===== config.mk =====
export PLATFORM = sky130hd
export DESIGN_NAME = io_top
export DESIGN_NICKNAME = d
export VERILOG_FILES = /design/src/hdl/io_map_pkg.sv /design/src/hdl/io_types_pkg.sv /design/src/hdl/io_bus_if.sv /design/src/hdl/bus_slave_fsm.sv /design/src/hdl/prescaled_timer.sv /design/src/hdl/gpio_port.sv /design/src/hdl/irq_ctrl.sv /design/src/hdl/io_regmap.sv /design/src/hdl/io_top.sv
export SDC_FILE = /design/constraint.sdc
export NUM_CORES = 1
export LEC_CHECK = 0
export ABC_AREA = 0
export BUFFER_PORTS_ARGS = -buffer_cell sky130_fd_sc_hd__buf_4
export CAP_MARGIN = 20
export CORE_MARGIN = 4
export CORE_UTILIZATION = 45
export DETAILED_ROUTE_END_ITERATION = 10
export PLACE_DENSITY_LB_ADDON = 0.2
export SLEW_MARGIN = 15
export SYNTH_ARGS = -nofsm -noshare
export SYNTH_HDL_FRONTEND = slang
export SYNTH_SLANG_ARGS = --single-unit

===== constraint.sdc =====
create_clock -name clk -period 7.14 [get_ports clk]
set_input_delay 0.357 -clock clk [delete_from_list [all_inputs] [get_ports clk]]
set_output_delay 0.357 -clock clk [all_outputs]
set_load 0.01 [all_outputs]

===== src/hdl/io_map_pkg.sv =====
`default_nettype none

package io_map_pkg;

	typedef logic [4:0] io_addr_t;

	localparam io_addr_t REG_TIMER0   = 5'd0;
	localparam io_addr_t REG_TIMER1   = 5'd1;
	localparam io_addr_t REG_TOP0     = 5'd2;
	localparam io_addr_t REG_TOP1     = 5'd3;
	localparam io_addr_t REG_PRE0     = 5'd4;
	localparam io_addr_t REG_PRE1     = 5'd5;
	localparam io_addr_t REG_GPIO_DIR = 5'd11;
	localparam io_addr_t REG_GPIO_DAT = 5'd12;
	localparam io_addr_t REG_GPIO_PIN = 5'd13;
	localparam io_addr_t REG_ALT      = 5'd14;
	localparam io_addr_t REG_INT_CTL  = 5'd15;
	localparam io_addr_t REG_SCRATCH  = 5'd17;
	localparam io_addr_t REG_ID0      = 5'd18;
	localparam io_addr_t REG_ID1      = 5'd19;

	localparam logic [31:0] ID0_VALUE      = 32'h7269_6843;
	localparam logic [31:0] ID1_VALUE      = 32'h0000_2170;
	localparam logic [31:0] UNMAPPED_VALUE = 32'hFFFF_FFFF;

	localparam logic [31:0] PRESCALE_RESET = 32'd100;
	localparam logic [31:0] TOP_RESET      = 32'hFFFF_FFFF;
	localparam logic [7:0]  GPIO_DAT_RESET = 8'h55;
	localparam logic [7:0]  GPIO_DIR_RESET = 8'h00;

	// Bit positions inside the alternate-function register
	localparam int ALT_T1_TOGGLE = 0;
	localparam int ALT_PIN_INT   = 1;
	localparam int ALT_T0_INT    = 2;

	localparam int EDGE_PIN   = 1;
	localparam int TOGGLE_PIN = 0;

endpackage

`default_nettype wire


===== src/hdl/io_types_pkg.sv =====
`default_nettype none

package io_types_pkg;

	// Write layout of the interrupt control register
	typedef struct packed {
		logic [25:0] reserved;
		logic        clr_int2;
		logic        ie_load;
		logic        ie_value;
		logic        set_int2;
		logic        clr_int1;
		logic        clr_int0;
	} int_ctl_t;

	typedef union packed {
		logic [31:0] raw;
		int_ctl_t    ctl;
	} io_word_u;

	typedef logic [1:0] irq_vec_t;

	localparam irq_vec_t VEC_PIN    = 2'd1;
	localparam irq_vec_t VEC_TIMER0 = 2'd2;
	localparam irq_vec_t VEC_SOFT   = 2'd3;

endpackage

`default_nettype wire


===== src/hdl/io_bus_if.sv =====
`default_nettype none

interface io_bus_if;
	import io_map_pkg::*;
	import io_types_pkg::*;

	logic        wen;
	io_addr_t    addr;
	io_word_u    wdata; // Only meaningful while wen is high
	logic [31:0] rdata;

	modport ctrl (output wen, output addr, output wdata, input rdata);

	modport map (input wen, input addr, input wdata, output rdata);

	modport peer (input wen, input addr, input wdata);

endinterface

`default_nettype wire


===== src/hdl/bus_slave_fsm.sv =====
`default_nettype none

module bus_slave_fsm (
	input wire                   clk,
	input wire                   rst,
	input wire                   req,
	input wire                   we,
	input wire io_map_pkg::io_addr_t addr,
	input wire [31:0]            wdata,
	output logic                 ack,
	output logic [31:0]          rdata,
	io_bus_if.ctrl               bus
);
	import io_map_pkg::*;
	import io_types_pkg::*;

	typedef enum logic [1:0] {IDLE, ACCESS, HOLD} state_t;

	state_t   state;
	logic     wen;
	io_addr_t addr_q;
	io_word_u wdata_q;

	assign bus.wen   = wen;
	assign bus.addr  = addr_q;
	assign bus.wdata = wdata_q;

	always_ff @(posedge clk) begin
		if (rst) begin
			state <= IDLE;
			wen   <= 1'b0;
			ack   <= 1'b0;
		end else begin
			case (state)
				IDLE: if (req) begin
					state <= ACCESS;
					wen   <= we; // Write strobe lasts exactly the ACCESS cycle
				end
				ACCESS: begin
					state <= HOLD;
					wen   <= 1'b0;
					ack   <= 1'b1;
				end
				HOLD: if (!req) begin
					state <= IDLE;
					ack   <= 1'b0;
				end
				default: state <= IDLE;
			endcase
		end
	end

	always_ff @(posedge clk) begin
		if (state == IDLE && req) begin
			addr_q      <= addr;
			wdata_q.raw <= wdata;
		end
		if (state == ACCESS)
			rdata <= bus.rdata; // Map value before this cycle's write lands
	end

	assert property (@(posedge clk) disable iff (rst) bus.wen |=> !bus.wen);

	// Host must have released req before ack goes away
	assert property (@(posedge clk) disable iff (rst) $fell(ack) |-> $past(!req));

endmodule

`default_nettype wire


===== src/hdl/prescaled_timer.sv =====
`default_nettype none

module prescaled_timer #(
	parameter int TIMER_WIDTH = 32,
	parameter int PRESCALE_WIDTH = 17,
	parameter io_map_pkg::io_addr_t COUNT_REG = io_map_pkg::REG_TIMER0,
	parameter io_map_pkg::io_addr_t TOP_REG = io_map_pkg::REG_TOP0,
	parameter io_map_pkg::io_addr_t PRE_REG = io_map_pkg::REG_PRE0
) (
	input wire                        clk,
	input wire                        rst,
	io_bus_if.peer                    bus,
	output logic [TIMER_WIDTH-1:0]    count,
	output logic [TIMER_WIDTH-1:0]    top,
	output logic [PRESCALE_WIDTH-1:0] prescaler,
	output logic                      wrap
);
	import io_map_pkg::*;

	logic [PRESCALE_WIDTH-1:0] pre_cnt;
	logic                      tick;

	assign tick = (pre_cnt == prescaler);
	assign wrap = tick && (count == top);

	always_ff @(posedge clk) begin
		if (rst) begin
			count     <= '0;
			top       <= TIMER_WIDTH'(TOP_RESET);
			prescaler <= PRESCALE_WIDTH'(PRESCALE_RESET);
			pre_cnt   <= '0;
		end else begin
			pre_cnt <= pre_cnt + 1'b1;
			if (tick) begin
				pre_cnt <= '0;
				count   <= wrap ? '0 : count + 1'b1;
			end
			// Host writes take priority over counting
			if (bus.wen) begin
				case (bus.addr)
					COUNT_REG: count <= bus.wdata.raw[TIMER_WIDTH-1:0];
					TOP_REG: top <= bus.wdata.raw[TIMER_WIDTH-1:0];
					PRE_REG: prescaler <= bus.wdata.raw[PRESCALE_WIDTH-1:0];
					default: ;
				endcase
			end
		end
	end

	assert property (@(posedge clk) disable iff (rst)
		wrap && !(bus.wen && bus.addr == COUNT_REG) |=> count == '0);

endmodule

`default_nettype wire


===== src/hdl/gpio_port.sv =====
`default_nettype none

module gpio_port #(
	parameter int GPIO_WIDTH = 8
) (
	input wire                     clk,
	input wire                     rst,
	io_bus_if.peer                 bus,
	input wire [7:0]               alt,
	input wire                     t1_wrap,
	input wire [GPIO_WIDTH-1:0]    pins,
	output logic [GPIO_WIDTH-1:0]  dir,
	output logic [GPIO_WIDTH-1:0]  dat,
	output logic                   pin_edge
);
	import io_map_pkg::*;

	logic edge_sync;
	logic edge_last;

	always_ff @(posedge clk) begin
		if (rst) begin
			dir       <= GPIO_WIDTH'(GPIO_DIR_RESET);
			dat       <= GPIO_WIDTH'(GPIO_DAT_RESET);
			edge_sync <= 1'b0;
			edge_last <= 1'b0;
			pin_edge  <= 1'b0;
		end else begin
			if (alt[ALT_PIN_INT]) begin
				edge_sync <= pins[EDGE_PIN];
				edge_last <= edge_sync;
			end else begin
				edge_sync <= 1'b0; // Forget history so re-enabling sees a held-high pin
				edge_last <= 1'b0;
			end
			pin_edge <= alt[ALT_PIN_INT] && edge_sync && !edge_last;

			if (t1_wrap && alt[ALT_T1_TOGGLE])
				dat[TOGGLE_PIN] <= ~dat[TOGGLE_PIN];
			if (bus.wen && bus.addr == REG_GPIO_DIR)
				dir <= bus.wdata.raw[GPIO_WIDTH-1:0];
			if (bus.wen && bus.addr == REG_GPIO_DAT)
				dat <= bus.wdata.raw[GPIO_WIDTH-1:0];
		end
	end

endmodule

`default_nettype wire


===== src/hdl/irq_ctrl.sv =====
`default_nettype none

module irq_ctrl (
	input wire                         clk,
	input wire                         rst,
	io_bus_if.peer                     bus,
	input wire [7:0]                   alt,
	input wire                         pin_edge,
	input wire                         t0_wrap,
	input wire                         int_taken,
	input wire                         int_return,
	output logic                       irq,
	output io_types_pkg::irq_vec_t     irq_vector,
	output logic [3:0]                 status
);
	import io_map_pkg::*;
	import io_types_pkg::*;

	int_ctl_t ctl;
	logic     ctl_wr;
	logic     int0;
	logic     int1;
	logic     int2;
	logic     ie;

	assign ctl    = bus.wdata.ctl;
	assign ctl_wr = bus.wen && bus.addr == REG_INT_CTL;

	always_ff @(posedge clk) begin
		if (rst) begin
			int0 <= 1'b0;
			int1 <= 1'b0;
			int2 <= 1'b0;
			ie   <= 1'b0;
		end else begin
			if (pin_edge)
				int0 <= 1'b1;
			if (t0_wrap && alt[ALT_T0_INT])
				int1 <= 1'b1;
			if (ctl_wr) begin
				if (ctl.clr_int0) int0 <= 1'b0;
				if (ctl.clr_int1) int1 <= 1'b0;
				if (ctl.set_int2) int2 <= 1'b1;
				if (ctl.clr_int2) int2 <= 1'b0; // Clear wins over set in one write
				if (ctl.ie_load) ie <= ctl.ie_value;
			end
			if (int_return)
				ie <= 1'b1;
			if (int_taken)
				ie <= 1'b0;
		end
	end

	assign irq    = ie && (int0 || int1 || int2);
	assign status = {ie, int2, int1, int0};

	// Timer0 has the highest priority, then software
	assign irq_vector = int1 ? VEC_TIMER0 : (int2 ? VEC_SOFT : VEC_PIN);

	assert property (@(posedge clk) disable iff (rst) irq |-> ie);

endmodule

`default_nettype wire


===== src/hdl/io_regmap.sv =====
`default_nettype none

module io_regmap #(
	parameter int GPIO_WIDTH = 8,
	parameter int TIMER_WIDTH = 32,
	parameter int PRESCALE_WIDTH = 17
) (
	input wire                      clk,
	input wire                      rst,
	io_bus_if.map                   bus,
	input wire [TIMER_WIDTH-1:0]    timer0,
	input wire [TIMER_WIDTH-1:0]    top0,
	input wire [PRESCALE_WIDTH-1:0] pre0,
	input wire [TIMER_WIDTH-1:0]    timer1,
	input wire [TIMER_WIDTH-1:0]    top1,
	input wire [PRESCALE_WIDTH-1:0] pre1,
	input wire [GPIO_WIDTH-1:0]     gpio_dir,
	input wire [GPIO_WIDTH-1:0]     gpio_dat,
	input wire [GPIO_WIDTH-1:0]     gpio_pins,
	input wire [3:0]                irq_status,
	output logic [7:0]              alt
);
	import io_map_pkg::*;

	logic [31:0] scratch;

	always_ff @(posedge clk) begin
		if (rst)
			alt <= '0;
		else if (bus.wen && bus.addr == REG_ALT)
			alt <= bus.wdata.raw[7:0];
	end

	always_ff @(posedge clk) begin
		if (bus.wen && bus.addr == REG_SCRATCH)
			scratch <= bus.wdata.raw;
	end

	// ID registers ignore writes since nothing above stores them
	always_comb begin
		case (bus.addr)
			REG_TIMER0: bus.rdata = 32'(timer0);
			REG_TIMER1: bus.rdata = 32'(timer1);
			REG_TOP0: bus.rdata = 32'(top0);
			REG_TOP1: bus.rdata = 32'(top1);
			REG_PRE0: bus.rdata = 32'(pre0);
			REG_PRE1: bus.rdata = 32'(pre1);
			REG_GPIO_DIR: bus.rdata = 32'(gpio_dir);
			REG_GPIO_DAT: bus.rdata = 32'(gpio_dat);
			REG_GPIO_PIN: bus.rdata = 32'(gpio_pins);
			REG_ALT: bus.rdata = 32'(alt);
			REG_INT_CTL: bus.rdata = 32'(irq_status); // ie, int2, int1, int0
			REG_SCRATCH: bus.rdata = scratch;
			REG_ID0: bus.rdata = ID0_VALUE;
			REG_ID1: bus.rdata = ID1_VALUE;
			default: bus.rdata = UNMAPPED_VALUE;
		endcase
	end

endmodule

`default_nettype wire


===== src/hdl/io_top.sv =====
`default_nettype none

module io_top #(
	parameter int TIMER_WIDTH = 32,
	parameter int PRESCALE_WIDTH = 17,
	parameter int GPIO_WIDTH = 8
) (
	input wire                       clk,
	input wire                       rst,
	input wire                       req,
	input wire                       we,
	input wire io_map_pkg::io_addr_t addr,
	input wire [31:0]                wdata,
	output logic                     ack,
	output logic [31:0]              rdata,
	input wire [GPIO_WIDTH-1:0]      gpio_in,
	output logic [GPIO_WIDTH-1:0]    gpio_out,
	output logic [GPIO_WIDTH-1:0]    gpio_oeb,
	output logic                     irq,
	output io_types_pkg::irq_vec_t   irq_vector,
	input wire                       int_taken,
	input wire                       int_return
);
	import io_map_pkg::*;

	logic [TIMER_WIDTH-1:0]    t0_count, t0_top, t1_count, t1_top;
	logic [PRESCALE_WIDTH-1:0] t0_pre, t1_pre;
	logic                      t0_wrap, t1_wrap;
	logic [GPIO_WIDTH-1:0]     gpio_dir;
	logic [7:0]                alt;
	logic                      pin_edge;
	logic [3:0]                irq_status;

	io_bus_if bus ();

	bus_slave_fsm u_fsm (.clk(clk), .rst(rst), .req(req), .we(we), .addr(addr),
		.wdata(wdata), .ack(ack), .rdata(rdata), .bus(bus.ctrl));

	prescaled_timer #(.TIMER_WIDTH(TIMER_WIDTH), .PRESCALE_WIDTH(PRESCALE_WIDTH),
		.COUNT_REG(REG_TIMER0), .TOP_REG(REG_TOP0), .PRE_REG(REG_PRE0)) u_timer0 (
		.clk(clk), .rst(rst), .bus(bus.peer), .count(t0_count), .top(t0_top),
		.prescaler(t0_pre), .wrap(t0_wrap));

	prescaled_timer #(.TIMER_WIDTH(TIMER_WIDTH), .PRESCALE_WIDTH(PRESCALE_WIDTH),
		.COUNT_REG(REG_TIMER1), .TOP_REG(REG_TOP1), .PRE_REG(REG_PRE1)) u_timer1 (
		.clk(clk), .rst(rst), .bus(bus.peer), .count(t1_count), .top(t1_top),
		.prescaler(t1_pre), .wrap(t1_wrap));

	gpio_port #(.GPIO_WIDTH(GPIO_WIDTH)) u_gpio (.clk(clk), .rst(rst), .bus(bus.peer),
		.alt(alt), .t1_wrap(t1_wrap), .pins(gpio_in), .dir(gpio_dir), .dat(gpio_out),
		.pin_edge(pin_edge));

	irq_ctrl u_irq (.clk(clk), .rst(rst), .bus(bus.peer), .alt(alt), .pin_edge(pin_edge),
		.t0_wrap(t0_wrap), .int_taken(int_taken), .int_return(int_return), .irq(irq),
		.irq_vector(irq_vector), .status(irq_status));

	io_regmap #(.GPIO_WIDTH(GPIO_WIDTH), .TIMER_WIDTH(TIMER_WIDTH),
		.PRESCALE_WIDTH(PRESCALE_WIDTH)) u_regmap (
		.clk(clk), .rst(rst), .bus(bus.map),
		.timer0(t0_count), .top0(t0_top), .pre0(t0_pre),
		.timer1(t1_count), .top1(t1_top), .pre1(t1_pre),
		.gpio_dir(gpio_dir), .gpio_dat(gpio_out), .gpio_pins(gpio_in),
		.irq_status(irq_status), .alt(alt));

	assign gpio_oeb = ~gpio_dir; // Low drives the pin

endmodule

`default_nettype wire


# Yosys cells after proc, flatten, opt, wreduce, memory -nomap -nowiden
# Index checks and enable logic that the tools add are counted.
[op_classes] reduce_logical=37 muxes=31 n_eq_ne=21 bitwise_logic=3 add_sub_neg=4
[ops] cell="$pmux 32 s14" n=1
[ops] cell="$mux 32" n=8
[ops] cell="$add 32x1->32 const B" n=2
[ops] cell="$eq 32x32->1" n=2
[ops] cell="$add 17x1->17 const B" n=2
[ops] cell="$eq 17x17->1" n=2
[ops] cell="$eq 5x4->1 const B" n=5
[ops] cell="$reduce_and 2->1" n=9
[ops] cell="$eq 5x5->1 const B" n=3
[ops] cell="$mux 1" n=15
[ops] cell="$logic_and 1x1->1" n=13
[ops] cell="$reduce_bool 2->1" n=6
[ops] cell="$eq 5x2->1 const B" n=2
[ops] cell="$eq 5x3->1 const B" n=2
[ops] cell="$mux 2" n=4
[ops] cell="$not 8->8" n=1
[ops] cell="$reduce_or 2->1" n=4
[ops] cell="$pmux 2 s3" n=1
[ops] cell="$eq 5x1->1 const B" n=1
[ops] cell="$logic_not 5->1" n=1
[ops] cell="$ne 2x2->1 const B" n=2
[ops] cell="$pmux 1 s2" n=2
[ops] cell="$eq 2x1->1 const B" n=1
[ops] cell="$eq 2x2->1 const B" n=1
[ops] cell="4 further kinds" n=6
[word_totals] ff_bits=332 input_bits=51 out_inout_bits=52

# Logic depth before layout (Yosys ltp)
[logic_depth] word_depth=6 mapped_depth=10 ltp_nobuf=7

# Modules after synthesis
# A second synthesis with hierarchy kept.
[hier_totals] cells_unflattened=1687 area_unflattened_um2=16535.9
[by_module_without_submodules] module="prescaled_timer at u_timer1" area_per_inst_um2=5032.3 cells_each=549 instances=1
[by_module_without_submodules] module="prescaled_timer at u_timer0" area_per_inst_um2=4996.0 cells_each=594 instances=1
[by_module_without_submodules] module="io_regmap" area_per_inst_um2=3288.2 cells_each=359 instances=1
[by_module_without_submodules] module="bus_slave_fsm" area_per_inst_um2=2235.9 cells_each=86 instances=1
[by_module_without_submodules] module="gpio_port" area_per_inst_um2=714.4 cells_each=67 instances=1
[by_module_without_submodules] module="irq_ctrl" area_per_inst_um2=239.0 cells_each=24 instances=1
[by_module_without_submodules] module="io_top" area_per_inst_um2=30.0 cells_each=8 instances=1

# Worst setup path before layout
# OpenSTA, ideal clock, no wires.
[synth_timing] kind="register to register" from="reg u_fsm.state[0]" to="reg u_fsm.addr_q[0], in the netlist u_fsm.bus.addr[0] (enable)" arrival_time_ns=3.169 setup_slack_ns=3.482 path_stages_with_launch=2 n_path_buf=0 cell_sequence="dfxtp_1 -> nor3b_1"
[synth_via] elab_chain_len=2
[synth_lines] item="start, declared" line_no="bus_slave_fsm.sv:19" source="state_t state;"
[synth_lines] item="start signal, assigned" line_no="bus_slave_fsm.sv:30" source="state <= IDLE;"
[synth_lines] item="start signal, assigned" line_no="bus_slave_fsm.sv:36" source="state <= ACCESS;"
[synth_lines] item="start signal, assigned" line_no="bus_slave_fsm.sv:40" source="state <= HOLD;"
[synth_lines] item="$logic_not 2->1" line_no="bus_slave_fsm.sv:54" source="if (state == IDLE && req) begin"
[synth_lines] item="$logic_and 1x1->1" line_no="bus_slave_fsm.sv:54"
[synth_lines] item="end signal, assigned" line_no="bus_slave_fsm.sv:55" source="addr_q <= addr;"
[synth_lines] item="end, declared" line_no="bus_slave_fsm.sv:21" source="io_addr_t addr_q;"
# No other way between the ends.
# A chain may end at the register's enable or synchronous reset.

# Final worst setup path
[layout_timing] from="reg u_fsm.addr_q[3], in the netlist u_fsm.bus.addr[3]" to="reg u_timer1.count[27]"
[layout_via] elab_chain_len=3
[layout_lines] item="$eq 5x1->1" line_no="prescaled_timer.sv:40" source="case (bus.addr)"
[layout_lines] item="$mux 32" line_no="prescaled_timer.sv:40"
[layout_lines] item="$mux 32" line_no="prescaled_timer.sv:39" source="if (bus.wen) begin"
[layout_lines] item="end signal, assigned" line_no="prescaled_timer.sv:36" source="count <= wrap ? '0 : count + 1'b1;"
[layout_lines] item="end signal, assigned" line_no="prescaled_timer.sv:41" source="COUNT_REG: count <= bus.wdata.raw[TIMER_WIDTH-1:0];"
[layout_lines] item="end, declared" line_no="prescaled_timer.sv:13" source="output logic [TIMER_WIDTH-1:0] count,"
# No other way between the ends.

==> out/metrics.yaml <==
status: "completed"
post-cts-setup-buffers: 0
grt_first_pass_wirelength_um: 76300
hp-start: "wdata[20]"
yosys.area.top_type: "dfxtp_1"
synthesis.nets: 1714
portBuffers: 102
hold_path_class: "in -> reg"
ys_ff_latch: 332
antenna_found_initial: 0
initial_core_util_pct: 46.0
vias: 13000
synth.most_common_cell: "nand2_1"
area_growth_pct: 16.4
cts_tree: "yes"
netSwitchingPower_uw: 985
rows: 67
hold_depth: 1
end_kind: "flop"
n_fill_cell: 3113
path_max_fanout: 31
die_w_um: 194
vdd_ir_drop_max_v: 0.000183
path_depth: 8
fin_crit_ns: 3.05
grt_pass1_vias: 12400
drtAntennaViolNets: 0
tightest_slew_ns: 0.968
ff_latch_area_mm2: 0.00766
min_to: "u_fsm.bus.wdata[20]"
slowest_delay_ns: 0.65
cts.path.max_buffers: 3
drive_gt1_share_pct: 11.8
wl_per_cell_um: 22.7
drc: 0
dieHeight_um: 194
comb_power_share_pct: 5.4
nets: 1784
cp.arrival_ns: 3.49
stdcell_count: 2205
p_int_uw: 3260
synthDominantCellAreaShare_pct: 29.7
synthArstFlopShare_pct: 0
clk_latency_ns: 0.53
numCtsBuffers: 37
swShare_pct: 23.2
synth-edff-count: 101
cts-root-buf: "clkbuf_16"
avgViaCountPerCell: 5.91
synthTopCellsByArea: "dfxtp_1 (30%), edfxtp_1 (19%), nand2_1 (6.6%)"
slew_violations: 0
final.setup.tns_ns: 0
maxCapViolCount: 0
slowest_stage: "edfxtp_1"
hold_buffers: 26
firstDrtPassIters: 8
ys_types: 64
synth_ff_type: "dfxtp_1"
synthesis.area_mm2: 0.0156
r2r_slack_ns: 4.09
clk_pin_slew_ns: 0.06
powerDensity_mw_per_mm2: 234
path_buf_inv: 2
cts.repair.resized: 0
multi_input_area_mm2: 0.00734
crit_chain: "or3_1 -> nor2_2 -> buf_4 -> nand2_1 -> nor2_2 -> buf_8 -> nand2_1 -> o21ai_1"
rsz0062_at_grt: "false"
fin_crit_sh_pct: 42.7
core_area_mm2: 0.0339
path_class: "reg -> reg"
finalCoreUtilization_pct: 53.5
grt_max_degree: 90
gp_congestion: 0.924
gr-usage-all-layers_pct: 25.5
grt-ovfl-total: 0
synthCells: 1659
ioPinCount: 103
clock_skew_ns: 0.0296
reg2reg_depth: 8
dp_hpwl_um: 35100
dp_cells: 2109
relSlewSlack_pct: 35.2
finalSetupViolCount: 0
dr.first_iter.drc_count: 1421
seqPwrFrac_pct: 48.4
reg2reg_to: "u_timer1.count[27]"
p_clk_share_pct: 46.2
cpLargestDelayFamily: "simple AND/OR/NAND/NOR gates"
required_ns: 7.58
clock-sinks: 332
htreeDepth: 2
diodes: 0
synth_commonest_cells: "nand2_1 (273), dfxtp_1 (231), nor2_1 (117)"
yosys_warnings: 0
ys_seq_area_share_pct: 49.2
p_leak_uw: 0.00659
fmax_mhz: 328
wl_um: 50100
avgSynthCellArea_um2: 9.39
start_kind: "flop"
dieArea_mm2: 0.0377
r2r-start: "u_fsm.bus.addr[3]"
timing_hold_violations_final: 0
[how the worst max path moves through the flow]
stage / start / end / slack [ns]
floorplan: u_fsm.state[0] / u_fsm.bus.addr[0] / 3.48
finish: u_fsm.bus.addr[3] / u_timer1.count[27] / 4.09
detailed placement: u_fsm.bus.addr[0] / u_timer0.prescaler[5] / 3.91
global placement: u_fsm.bus.addr[3] / u_timer1.count[25] / 3.94
global route: u_fsm.bus.addr[3] / u_timer1.count[8] / 3.90
CTS: u_fsm.bus.addr[0] / u_timer0.prescaler[5] / 3.91
[stage by stage]
step / total power [µW] / hold WS [ns] / area, µm² / setup WS (ns)
finish: 4250 / 0.0307 / 18100 / 4.09
global route: 4380 / 0.0115 / 18100 / 3.90
CTS: 4270 / 0.0140 / 18100 / 3.91
detailed placement: 2310 / 0.377 / 16600 / 3.91
global placement: 2310 / 0.374 / 16600 / 3.94
floorplan: 2180 / 0.367 / 15600 / 3.48
[layout by cell type (no fill, tap or decap), types with 60 or more instances in the layout]
cell,count
nand2_1,273
dfxtp_1,231
buf_4,123
nor2_1,112
xor2_1,112
edfxtp_1,101
xnor2_1,74
nand3_1,70
nand3b_1,70
nor4_1,60
[power groups by stage]
| stage | Sequential [µW] | Combinational, µW | Clock [µW] |
|---|---|---|---|
| 5_1_grt | 2060 | 246 | 2070 |
| 2_1_floorplan | 2060 | 123 | 0 |
| 3_5_place_dp | 2100 | 215 | 0 |
| 4_1_cts | 2050 | 227 | 1990 |
| 3_3_place_gp | 2090 | 214 | 0 |
| 6_report | 2060 | 230 | 1960 |
[per-layer routing]
| metal | up-vias | part of all wire (%) | global-route usage, % |
|---|---|---|---|
| met3 | 84 | 9.0 | 4.55 |
| li1 | 6029 | - | - |
| met5 | - | 0 | 0 |
| met2 | 587 | 44 | 39.1 |
| met4 | 0 | 2.6 | 6.98 |
| met1 | 6341 | 44 | 37.4 |
[state kept, by name, summed over array words and instances (netlist names), 32 cells and up]
signal / count
u_fsm.bus.wdata: 32
u_fsm.rdata: 32
u_regmap.scratch: 32
u_timer0.count: 32
u_timer0.top: 32
u_timer1.count: 32
u_timer1.top: 32
[cell families after synthesis]
family	after synthesis	share of synthesized area, %
multiplexers	39	2.55
adder cells (fa/ha/maj)	4	0.321
XOR/XNOR	186	10.5
buffers and inverters	144	3.94
AO/OA/AOI/OAI	223	10.0
AND/OR/NAND/NOR	731	23.6
flip-flops	332	49.2
[layout make-up]
type	instances	area share (%)
Clock buffer	54	5.85
Clock inverter	13	0.980
Inverter	21	0.435
Multi-Input combinational cell	1183	40.5
Sequential cell	332	42.2
Tap cell	448	3.09
Timing Repair Buffer	154	6.90
Note: power is estimated with default switching activity, not from simulation.
